## src/hw/rename_pkg.sv

```systemverilog
`default_nettype none

// shared sizes and reserved numbers of the rename block.
//
// reset mapping rule, used by free_list, map_table and arch_map:
//   arch register i maps to physical register i.
//   free-list entry i holds physical register num_arch + i.
//   the free-list head and tail pointers both start at 0.
package rename_pkg;

  localparam int num_arch       = 32;
  localparam int num_pr_default = 64;
  localparam int num_fl_default = num_pr_default - num_arch;

  localparam int arch_w = $clog2(num_arch);

  // arch register 0 is never renamed and stays on physical register 0.
  localparam int zero_arch = 0;
  localparam int zero_pr   = 0;

  function automatic int unsigned reset_map_pr(input int unsigned arch);
    return arch;
  endfunction

  function automatic int unsigned reset_fl_pr(input int unsigned entry);
    return num_arch + entry; // the first num_arch registers are mapped at reset.
  endfunction

endpackage

`default_nettype wire

```

## src/hw/rename_if.sv

```systemverilog
`timescale 1ns/1ps
`default_nettype none

// carries the renamed instruction from the lookup stage to the output register.
interface rename_if #(
  parameter int num_pr = rename_pkg::num_pr_default,
  parameter int num_fl = rename_pkg::num_fl_default
);

  logic                      valid;
  logic [$clog2(num_pr)-1:0] dest_pr;
  logic [$clog2(num_pr)-1:0] told_pr;
  logic [$clog2(num_pr)-1:0] src1_pr;
  logic [$clog2(num_pr)-1:0] src2_pr;
  logic [$clog2(num_fl):0]   fl_idx;  // free-list pointer whose top bit counts laps.

  modport producer (
    output valid, dest_pr, told_pr, src1_pr, src2_pr, fl_idx
  );

  modport consumer (
    input valid, dest_pr, told_pr, src1_pr, src2_pr, fl_idx
  );

endinterface

`default_nettype wire

```

## src/hw/arch_map.sv

```systemverilog
`timescale 1ns/1ps
`default_nettype none

module arch_map #(
  parameter  int num_pr   = rename_pkg::num_pr_default,
  localparam int pr_w     = $clog2(num_pr),
  localparam int arch_w   = rename_pkg::arch_w,
  localparam int num_arch = rename_pkg::num_arch
) (
  input  wire                           clock,
  input  wire                           reset,
  input  wire                           retire_en,
  input  wire  [arch_w-1:0]             retire_arch,
  input  wire  [pr_w-1:0]               retire_pr,
  output logic [num_arch-1:0][pr_w-1:0] arch_state
);

  logic commit;

  assign commit = retire_en && retire_arch != arch_w'(rename_pkg::zero_arch);

  // committed mapping, also the recovery image for the speculative map.
  always_ff @(posedge clock) begin
    if (reset) begin
      for (int unsigned i = 0; i < num_arch; i++) begin
        arch_state[i] <= pr_w'(rename_pkg::reset_map_pr(i));
      end
    end else if (commit) begin
      arch_state[retire_arch] <= retire_pr;
    end
  end

endmodule

`default_nettype wire

```

## src/hw/free_list.sv

```systemverilog
`timescale 1ns/1ps
`default_nettype none

module free_list #(
  parameter  int num_pr = rename_pkg::num_pr_default,
  parameter  int num_fl = rename_pkg::num_fl_default,
  localparam int pr_w   = $clog2(num_pr),
  localparam int idx_w  = $clog2(num_fl) + 1,
  localparam int arch_w = rename_pkg::arch_w
) (
  input  wire               clock,
  input  wire               reset,
  input  wire               dispatch_en,
  input  wire               rollback_en,
  input  wire               retire_en,
  input  wire  [arch_w-1:0] dest_arch,
  input  wire  [pr_w-1:0]   told_free,
  input  wire  [idx_w-1:0]  rollback_idx,
  output logic [pr_w-1:0]   alloc_pr,
  output logic [idx_w-1:0]  alloc_idx,
  output logic              free_ok
);

  localparam int slot_w = idx_w - 1;

  // the pointers carry one bit above the slot index, so tail - head is the
  // number of registers handed out and not yet freed.
  logic [num_fl-1:0][pr_w-1:0] slots_q;
  logic [idx_w-1:0]            head_q;
  logic [idx_w-1:0]            tail_q;
  logic [idx_w-1:0]            next_head;
  logic [idx_w-1:0]            next_tail;
  logic [idx_w-1:0]            virtual_tail;
  logic                        zero_dest;
  logic                        move_head;
  logic                        empty;

  assign zero_dest    = dest_arch == arch_w'(rename_pkg::zero_arch);
  assign move_head    = retire_en && told_free != pr_w'(rename_pkg::zero_pr);
  assign next_head    = move_head ? head_q + 1'b1 : head_q;
  assign virtual_tail = zero_dest ? tail_q : tail_q + 1'b1;
  assign next_tail    = rollback_en ? rollback_idx :
                        dispatch_en ? virtual_tail : tail_q;
  assign alloc_idx    = next_tail; // stored outside for rollback.

  // no free register is left once the tail runs a full lap ahead of the head.
  assign empty = tail_q - head_q == idx_w'(num_fl);

  always_comb begin
    if (zero_dest) begin
      alloc_pr = pr_w'(rename_pkg::zero_pr);
    end else if (empty && move_head) begin
      alloc_pr = told_free; // the register freed this cycle goes straight out.
    end else begin
      alloc_pr = slots_q[tail_q[slot_w-1:0]];
    end
  end

  assign free_ok = zero_dest || virtual_tail - next_head <= idx_w'(num_fl);

  always_ff @(posedge clock) begin
    if (reset) begin
      head_q <= '0;
      tail_q <= '0;
      for (int unsigned i = 0; i < num_fl; i++) begin
        slots_q[i] <= pr_w'(rename_pkg::reset_fl_pr(i));
      end
    end else begin
      head_q <= next_head;
      tail_q <= next_tail;
      if (move_head) begin
        slots_q[head_q[slot_w-1:0]] <= told_free;
      end
    end
  end

endmodule

`default_nettype wire

```

## src/hw/map_table.sv

```systemverilog
`timescale 1ns/1ps
`default_nettype none

module map_table #(
  parameter  int num_pr   = rename_pkg::num_pr_default,
  localparam int pr_w     = $clog2(num_pr),
  localparam int arch_w   = rename_pkg::arch_w,
  localparam int num_arch = rename_pkg::num_arch
) (
  input  wire                             clock,
  input  wire                             reset,
  input  wire                             dispatch_en,
  input  wire                             rollback_en,
  input  wire  [arch_w-1:0]               dest_arch,
  input  wire  [arch_w-1:0]               src1_arch,
  input  wire  [arch_w-1:0]               src2_arch,
  input  wire  [pr_w-1:0]                 dest_pr,
  input  wire  [num_arch-1:0][pr_w-1:0]   arch_state,
  output logic [pr_w-1:0]                 src1_pr,
  output logic [pr_w-1:0]                 src2_pr,
  output logic [pr_w-1:0]                 told_pr
);

  logic [num_arch-1:0][pr_w-1:0] map_q;
  logic                          write_en;

  // entry 0 is never written, so arch register 0 keeps physical register 0.
  assign write_en = dispatch_en && dest_arch != arch_w'(rename_pkg::zero_arch);

  // reads see the map before this dispatch lands in it.
  assign src1_pr = map_q[src1_arch];
  assign src2_pr = map_q[src2_arch];
  assign told_pr = map_q[dest_arch];

  always_ff @(posedge clock) begin
    if (reset) begin
      for (int unsigned i = 0; i < num_arch; i++) begin
        map_q[i] <= pr_w'(rename_pkg::reset_map_pr(i));
      end
    end else if (rollback_en) begin
      map_q <= arch_state; // squash all speculative renames.
    end else if (write_en) begin
      map_q[dest_arch] <= dest_pr;
    end
  end

endmodule

`default_nettype wire

```

## src/hw/rename_out_stage.sv

```systemverilog
`timescale 1ns/1ps
`default_nettype none

module rename_out_stage #(
  parameter  int num_pr = rename_pkg::num_pr_default,
  parameter  int num_fl = rename_pkg::num_fl_default,
  localparam int pr_w   = $clog2(num_pr),
  localparam int idx_w  = $clog2(num_fl) + 1
) (
  input  wire              clock,
  input  wire              reset,
  input  wire              rollback_en,
  rename_if.consumer       stage_in,
  output logic             out_valid,
  output logic [pr_w-1:0]  out_dest_pr,
  output logic [pr_w-1:0]  out_told_pr,
  output logic [pr_w-1:0]  out_src1_pr,
  output logic [pr_w-1:0]  out_src2_pr,
  output logic [idx_w-1:0] out_fl_idx
);

  // a dispatch shows here for exactly one cycle.
  always_ff @(posedge clock) begin
    if (reset || rollback_en) begin
      out_valid <= 1'b0;
    end else begin
      out_valid <= stage_in.valid;
    end
  end

  always_ff @(posedge clock) begin
    if (stage_in.valid) begin
      out_dest_pr <= stage_in.dest_pr;
      out_told_pr <= stage_in.told_pr;
      out_src1_pr <= stage_in.src1_pr;
      out_src2_pr <= stage_in.src2_pr;
      out_fl_idx  <= stage_in.fl_idx;
    end
  end

endmodule

`default_nettype wire

```

## src/hw/rename_unit.sv

```systemverilog
`timescale 1ns/1ps
`default_nettype none

module rename_unit #(
  parameter  int num_pr   = rename_pkg::num_pr_default,
  parameter  int num_fl   = rename_pkg::num_fl_default,
  localparam int pr_w     = $clog2(num_pr),
  localparam int idx_w    = $clog2(num_fl) + 1,
  localparam int arch_w   = rename_pkg::arch_w,
  localparam int num_arch = rename_pkg::num_arch
) (
  input  wire               clock,
  input  wire               reset,
  input  wire               dispatch_en,
  input  wire  [arch_w-1:0] dest_arch,
  input  wire  [arch_w-1:0] src1_arch,
  input  wire  [arch_w-1:0] src2_arch,
  output logic              free_ok,
  input  wire               retire_en,
  input  wire  [arch_w-1:0] retire_arch,
  input  wire  [pr_w-1:0]   retire_pr,
  input  wire  [pr_w-1:0]   retire_told,
  input  wire               rollback_en,
  input  wire  [idx_w-1:0]  rollback_idx,
  output logic              out_valid,
  output logic [pr_w-1:0]   out_dest_pr,
  output logic [pr_w-1:0]   out_told_pr,
  output logic [pr_w-1:0]   out_src1_pr,
  output logic [pr_w-1:0]   out_src2_pr,
  output logic [idx_w-1:0]  out_fl_idx
);

  rename_if #(.num_pr(num_pr), .num_fl(num_fl)) lookup ();

  logic [num_arch-1:0][pr_w-1:0] arch_state;

  assign lookup.valid = dispatch_en && !rollback_en; // rollback wins over dispatch.

  free_list #(.num_pr(num_pr), .num_fl(num_fl)) u_free_list (
    .clock, .reset, .dispatch_en, .rollback_en, .retire_en, .dest_arch,
    .told_free (retire_told),
    .rollback_idx,
    .alloc_pr  (lookup.dest_pr),
    .alloc_idx (lookup.fl_idx),
    .free_ok
  );

  map_table #(.num_pr(num_pr)) u_map_table (
    .clock, .reset, .dispatch_en, .rollback_en, .dest_arch, .src1_arch, .src2_arch,
    .dest_pr (lookup.dest_pr),
    .arch_state,
    .src1_pr (lookup.src1_pr),
    .src2_pr (lookup.src2_pr),
    .told_pr (lookup.told_pr)
  );

  arch_map #(.num_pr(num_pr)) u_arch_map (
    .clock, .reset, .retire_en, .retire_arch, .retire_pr, .arch_state
  );

  rename_out_stage #(.num_pr(num_pr), .num_fl(num_fl)) u_out_stage (
    .clock, .reset, .rollback_en,
    .stage_in (lookup.consumer),
    .out_valid, .out_dest_pr, .out_told_pr, .out_src1_pr, .out_src2_pr, .out_fl_idx
  );

endmodule

`default_nettype wire

```

## config.mk

```make
export PLATFORM = sky130hd
export DESIGN_NAME = rename_unit
export DESIGN_NICKNAME = d
export VERILOG_FILES = /design/src/hw/rename_pkg.sv /design/src/hw/rename_if.sv /design/src/hw/arch_map.sv /design/src/hw/free_list.sv /design/src/hw/map_table.sv /design/src/hw/rename_out_stage.sv /design/src/hw/rename_unit.sv
export SDC_FILE = /design/constraint.sdc
export NUM_CORES = 1
export LEC_CHECK = 0
export BUFFER_PORTS_ARGS = -buffer_cell sky130_fd_sc_hd__buf_2
export CAP_MARGIN = 10
export CORE_ASPECT_RATIO = 1.25
export CORE_MARGIN = 2
export CORE_UTILIZATION = 65
export CTS_BUF_LIST = sky130_fd_sc_hd__clkbuf_8
export CTS_CLUSTER_DIAMETER = 150
export CTS_CLUSTER_SIZE = 40
export DETAILED_ROUTE_END_ITERATION = 16
export HOLD_SLACK_MARGIN = 0.12
export PLACE_DENSITY = 0.85
export SYNTH_ARGS = -nofsm -noshare
export SYNTH_HDL_FRONTEND = slang
export SYNTH_SLANG_ARGS = --single-unit
```

## constraint.sdc

```tcl
create_clock -name clock -period 5.6 [get_ports clock]
set_input_delay 1.12 -clock clock [delete_from_list [all_inputs] [get_ports clock]]
set_output_delay 1.12 -clock clock [all_outputs]
set_load 0.02 [all_outputs]
```

==> flow_metrics.env, run 1 <==
export IMPL_numPortBuffers=74
export IMPL_async_reset_ff_share_pct=0
export IMPL_worstPathArrival_ps=4170
export IMPL_cts_root_buf="clkbuf_8"
export IMPL_ios=75
export IMPL_fmaxAchievable_mhz=189.0
export IMPL_rsz0062_at_grt="false"
export IMPL_setup_worst_path_class="primary input to primary output"
export IMPL_worst_setup_path_end_kind="primary output"
export IMPL_cp_slowest_cell="or4_1"
export IMPL_ys_seq_area_share_pct=40.29
export IMPL_syn_cell_area_mm2=0.03150
export IMPL_final_antenna_net_count=0
export IMPL_leakage_uw=0.01195
export IMPL_synth_edf_count=30
export IMPL_clock_path_buffers=3
export IMPL_synth_fp_nets=3448
export IMPL_worst_hold_path_endpoint="u_free_list.slots_q[111]"
export IMPL_setup_tns_ps=0
export IMPL_remaining_drc_errors=0
export IMPL_ir_worst_vdd_mv=0.2425
export IMPL_gp_congestion=1.018
export IMPL_path_cells="buf_2 -> or4_1 -> o31a_1 -> and2_2 -> xnor2_1 -> ha_1 -> a21oi_1 -> nand2_1 -> a31oi_1 -> xnor2_1 -> xnor2_1 -> o211ai_1 -> buf_2"
export IMPL_worst_slew_pin_slew_ps=1389
export IMPL_yosys_warnings=0
export IMPL_required_ps=4480
export IMPL_min_path_type="flip-flop to flip-flop"
export IMPL_relSlewSlack_pct=7.084
export IMPL_period_needed_ps=5292
export IMPL_drive_gt1_share_pct=14.58
export IMPL_cts_sinks=619
export IMPL_outcome="completed"
export IMPL_r2r_end="u_map_table.map_q[178]"
export IMPL_vias_per_cell=7.345
export IMPL_path_clk_slew_ps=170
export IMPL_fin_cells=3865
export IMPL_ys_seq_elements=619
export IMPL_dpl_hpwl_mm=71.83
export IMPL_grt_pass1_vias=27040
export IMPL_min_from="u_free_list.slots_q[111]"
export IMPL_placed_area_mm2=0.03191
export IMPL_hold_viol=0
export IMPL_grt_overflow_total=0
export IMPL_critPathMaxFanout=10
export IMPL_grt_first_pass_wirelength_mm=164.2
export IMPL_start_util_pct=65.52
export IMPL_die_x_um=200.9
export IMPL_crit_path_start_kind="primary input"
export IMPL_area_growth_pct=2.435
export IMPL_critical_path_startpoint="retire_told[4]"
export IMPL_routed_wirelength_mm=109.8
export IMPL_cp_common_cell="xnor2_1"
export IMPL_coreArea_mm2=0.04808
export IMPL_cts_hold_buf=0
export IMPL_synth_ff_type="dfxtp_1"
export IMPL_grtUsageTotal_pct=42.70
export IMPL_die_height_um=250.1
export IMPL_maxCapViolCount=0
export IMPL_postCtsSetupRepairBufs=0
export IMPL_first_iter_violations=4284
export IMPL_holdWs_ps=464.6
export IMPL_dp_cells=3833
export IMPL_slowest_delay_ps=520
export IMPL_num_vias=28390
export IMPL_fin_crit_sh_pct=94.49
export IMPL_wl_per_cell_um=28.40
export IMPL_cts_made_buffers=19
export IMPL_postLayoutCellArea_mm2=0.03227
export IMPL_first_pass_iters=9
export IMPL_reg2reg_from="u_free_list.head_q[3]"
export IMPL_avgSynthCellArea_um2=9.296
export IMPL_powerDensity_mw_per_mm2=235.4
export IMPL_die_area_mm2=0.05025
export IMPL_min_path_cells=2
export IMPL_ctsResizeCount=0
export IMPL_fin_skew_ps=76.95
export IMPL_regToRegSetupSlack_ps=1310
export IMPL_grt_start_max_net_pins=174
export IMPL_htree_levels=1
export IMPL_num_rows=90
export IMPL_cts_tree="done"
export IMPL_synth_cell_types=69
export IMPL_finalMaxSlewViolations=0
export IMPL_setup_viol=0
export IMPL_nNetsFinal=3271
export IMPL_syn_inst=3389
export IMPL_reg2regPathDepth=7
export IMPL_clk_latency_ps=750
export IMPL_antenna_found_initial=6
area by class of cell:
type / count / area [µm²]
Multi-Input combinational cell: 2424 / 17480
Timing Repair Buffer: 134 / 905.9
Inverter: 14 / 62.56
Clock buffer: 19 / 261.5
Tap cell: 644 / 805.8
Fill cell: 3861 / 15810
Sequential cell: 619 / 12700
Antenna cell: 5 / 12.51
Clock inverter: 6 / 48.80
logic make-up (layout without fill, tap and decap cells):
family          count (synthesis)  after routing  share of synthesized area, %
simple gates                 1272           1272                         17.81
mux                           404            404                         21.03
flops                         619            619                         40.29
xor+xnor                       20             20                        0.5560
fa+ha+maj                      16             16                        0.6593
other cells                     0              5                             0
buf+inv                       346            173                         4.627
compound gates                712            712                         15.02
synthesized netlist by cell type, drive strengths merged, types with 2 or more instances:
cell,n,area (µm²)
a211o,2,17.52
ha,15,187.7
a221oi,10,87.58
nand2,649,2436
o32a,13,130.1
dfxtp,589,11790
a21oi,151,755.7
mux2,14,157.7
or2,3,18.77
o32ai,52,455.4
xnor2,15,131.4
clkbuf,248,930.9
a21o,52,390.4
or4,2,15.01
a31o,46,402.9
a31oi,93,581.8
o41ai,2,32.53
and3b,7,61.31
a211oi,3,22.52
buf,84,474.2
o2111ai,10,87.58
a221o,20,200.2
o22ai,13,106.4
clkinv,3,11.26
nand3,319,1597
a22oi,24,180.2
nor2b,8,50.05
mux4,205,4617
nor3b,15,112.6
mux2i,185,1852
inv,11,41.29
o21ai,180,945.9
o31ai,7,52.55
nand2b,5,31.28
or3,2,12.51
and3,22,137.6
edfxtp,30,900.9
and2,24,152.7
a41o,3,30.03
o211ai,25,187.7
nor3,45,267.8
nand3b,10,75.07
nor2,149,561.8
xor2,5,43.79
nand4,8,50.05
cells in the final DEF, fill, tap and decap left out, drive strengths merged, types with 25 or more instances in the layout:
| cell | instances |
|---|---|
| o21ai | 180 |
| o32ai | 52 |
| nand2 | 649 |
| mux4 | 205 |
| a21oi | 151 |
| nand3 | 319 |
| dfxtp | 589 |
| o211ai | 25 |
| nor3 | 45 |
| a21o | 52 |
| a31oi | 93 |
| mux2i | 185 |
| a31o | 46 |
| edfxtp | 30 |
| buf | 134 |
| nor2 | 149 |
power by group:
group / total, µW / switching (µW) / leakage (µW) / internal [µW]
Combinational: 1290 / 877 / 0.00671 / 414
Clock: 1660 / 1330 / 0.000175 / 327
Sequential: 4640 / 101 / 0.00507 / 4540
worst max-delay path, delay by kind of cell:
kind                       cells  cell delay, ps
AOI/OAI and AO/OA              4             960
buffers and inverters          2             310
and+or+nand+nor                3             930
adders and majority gates      1             320
xor gates and xnor gates       3             510
registers in the layout, indices dropped and copies added, names as in the netlist, 6 cells and up:
name and flops:
u_map_table.map_q 192, u_out_stage.out_src1_pr 6, u_out_stage.out_dest_pr 6, u_free_list.tail_q 6, u_free_list.head_q 6, u_out_stage.out_told_pr 6
u_free_list.slots_q 192, u_out_stage.out_src2_pr 6, u_out_stage.out_fl_idx 6, u_arch_map.arch_state 192
per-stage QoR:
| step | power [µW] | setup WS (ps) | utilization (%) |
|---|---|---|---|
| after floorplan | 5508 | 225.7 | - |
| after global placement | 5920 | 341.7 | 66.36 |
| after detailed placement | 5946 | 342.9 | 66.36 |
| after CTS | 7503 | 323.8 | 67.00 |
| after global routing | 7756 | 137.0 | 67.11 |
| final | 7595 | 308.3 | 67.11 |
how the worst max path moves through the flow:
stage / end / slack (ps)
2_1_floorplan: free_ok / 230
3_3_place_gp: free_ok / 340
3_5_place_dp: free_ok / 340
4_1_cts: free_ok / 320
5_1_grt: free_ok / 140
6_report: free_ok / 310
per-layer routing:
layer / vias up / track usage, % / wire length, µm
met3: 575 / 9.485 / 12670
li1: 12040 / - / -
met1: 13600 / 49.77 / 36030
met4: 4 / 34.05 / 10570
met5: - / 0 / 28
met2: 2177 / 68.26 / 50460
(Power assumes the default switching activity.)
==> run 2: changes to the inputs <==
--- a/config.mk
+++ b/config.mk
@@ -6,9 +6,8 @@
 export NUM_CORES = 1
 export LEC_CHECK = 0
 export BUFFER_PORTS_ARGS = -buffer_cell sky130_fd_sc_hd__buf_2
-export CAP_MARGIN = 10
+export CAP_MARGIN = 25
 export CORE_ASPECT_RATIO = 1.25
-export CORE_MARGIN = 2
 export CORE_UTILIZATION = 65
 export CTS_BUF_LIST = sky130_fd_sc_hd__clkbuf_8
 export CTS_CLUSTER_DIAMETER = 150
==> flow_metrics.env, run 2 (synthesis results as in run 1) <==
export IMPL_die_area_mm2=0.04936
export IMPL_powerDensity_mw_per_mm2=234.9
export IMPL_setup_viol=0
export IMPL_setup_tns_ps=0
export IMPL_worst_setup_path_end_kind="primary output"
export IMPL_fin_ws_ps=170.6
export IMPL_antenna_found_initial=10
export IMPL_cts_sinks=619
export IMPL_die_height_um=248.1
export IMPL_nNetsFinal=3277
export IMPL_r2r_end="u_map_table.map_q[154]"
export IMPL_path_clk_slew_ps=220
export IMPL_dpl_hpwl_mm=69.95
export IMPL_fillCellCount=3653
export IMPL_grt_overflow_total=0
export IMPL_worst_slew_pin_slew_ps=1181
export IMPL_hold_viol=0
export IMPL_fmaxAchievable_mhz=184.2
export IMPL_ios=75
export IMPL_fin_crit_sh_pct=96.95
export IMPL_reg_top3="u_arch_map.arch_state (192), u_free_list.slots_q (192), u_map_table.map_q (192)"
export IMPL_regToRegSetupSlack_ps=1210
export IMPL_area_growth_pct=2.852
export IMPL_critical_path_startpoint="retire_told[4]"
export IMPL_maxCapViolCount=0
export IMPL_leakage_uw=0.01202
export IMPL_reg2reg_from="u_free_list.tail_q[3]"
export IMPL_min_path_cells=2
export IMPL_vias_per_cell=7.360
export IMPL_grt_start_max_net_pins=141
export IMPL_fin_skew_ps=52.12
export IMPL_finalMaxSlewViolations=0
export IMPL_cts_hold_buf=0
export IMPL_crit_path_start_kind="primary input"
export IMPL_first_iter_violations=4148
export IMPL_drive_gt1_share_pct=14.83
export IMPL_rsz0062_at_grt="false"
export IMPL_cts_made_buffers=19
export IMPL_gp_congestion=1.053
export IMPL_worstPathArrival_ps=4310
export IMPL_start_util_pct=66.25
export IMPL_clk_latency_ps=740
export IMPL_min_path_type="flip-flop to flip-flop"
export IMPL_setup_worst_path_class="primary input to primary output"
export IMPL_die_x_um=198.9
export IMPL_final_antenna_net_count=0
export IMPL_cts_tree="done"
export IMPL_grt_pass1_vias=26680
export IMPL_postLayoutCellArea_mm2=0.03240
export IMPL_worst_hold_path_endpoint="u_free_list.slots_q[39]"
export IMPL_placed_area_mm2=0.03191
export IMPL_grt_first_pass_wirelength_mm=160.9
export IMPL_relSlewSlack_pct=21.30
export IMPL_remaining_drc_errors=0
export IMPL_critPathMaxFanout=4
export IMPL_required_ps=4480
export IMPL_ir_worst_vdd_mv=0.2738
export IMPL_layout_common_cells="nand2_1 (647), dfxtp_1 (587), nand3_1 (319)"
export IMPL_clock_path_buffers=3
export IMPL_routed_wirelength_mm=107.5
export IMPL_coreArea_mm2=0.04755
export IMPL_finalPower_uw=7611
export IMPL_cts_root_buf="clkbuf_8"
export IMPL_final_common_cell="nand2_1"
export IMPL_reg2regPathDepth=6
export IMPL_min_from="u_free_list.slots_q[39]"
export IMPL_outcome="completed"
export IMPL_grtUsageTotal_pct=43.42
export IMPL_numPortBuffers=74
export IMPL_period_needed_ps=5429
export IMPL_num_rows=89
export IMPL_htree_levels=1
export IMPL_first_pass_iters=8
export IMPL_num_vias=28450
export IMPL_pre_cts_slack_ps=185.2
export IMPL_wl_per_cell_um=27.82
==> run 2: worst max path at each step <==
stage	depth (start not counted)	to	slack [ps]
CTS	13	free_ok	170
finish	13	free_ok	170
detailed placement	13	free_ok	190
global placement	13	free_ok	150
global route	12	free_ok	60
floorplan	13	free_ok	230
==> run 2: critical path, cell delays in order <==
cell	delay, ps
buf_2	140
or4_1	640
o31a_1	450
and2_2	290
xnor2_2	150
ha_1	370
a21oi_1	160
nand2_1	100
a31oi_1	200
xnor2_1	160
xnor2_1	140
o211ai_1	180
buf_2	210
==> run 2: power breakdown <==
part	leakage, µW	internal [µW]	switching, µW
clock network	0.000175	328	1340
registers	0.00507	4540	103
logic	0.00677	423	876
==> run 2: per-layer routing <==
metal  global-route usage [%]  vias to the layer above  share of wire [%]
li1                         -                    12050                  -
met1                    49.49                    13440                 33
met2                    67.85                     2285                 44
met3                    13.01                      671                 13
met4                    34.89                       12                9.9
met5                        0                        -              0.085
==> run 2: timing repair <==
action | in CTS | in global routing
endpoints found under the setup margin | 0 | 1
resized for setup | 0 | 1
setup buffers | 0 | 1
==> run 2: cell type report <==
cell class	count	area [µm²]	area share, %
clock inverters	7	56.30	0.1738
clock buffers	19	261.5	0.8071
flip-flops and latches	619	12700	39.19
inverters	14	62.56	0.1931
repair buffers	140	1027	3.170
multi-input cells	2424	17480	53.96
well taps	637	797.0	2.460
diodes	6	15.01	0.04634
==> run 2: through the flow <==
step,utilization [%],hold slack [ps],std cells
finish,68.14,469.9,3866
global route,68.12,485.8,3862
CTS,67.78,470.4,3852
detailed placement,67.11,445.1,3826
global placement,67.03,438.3,3824
floorplan,-,433.1,3389
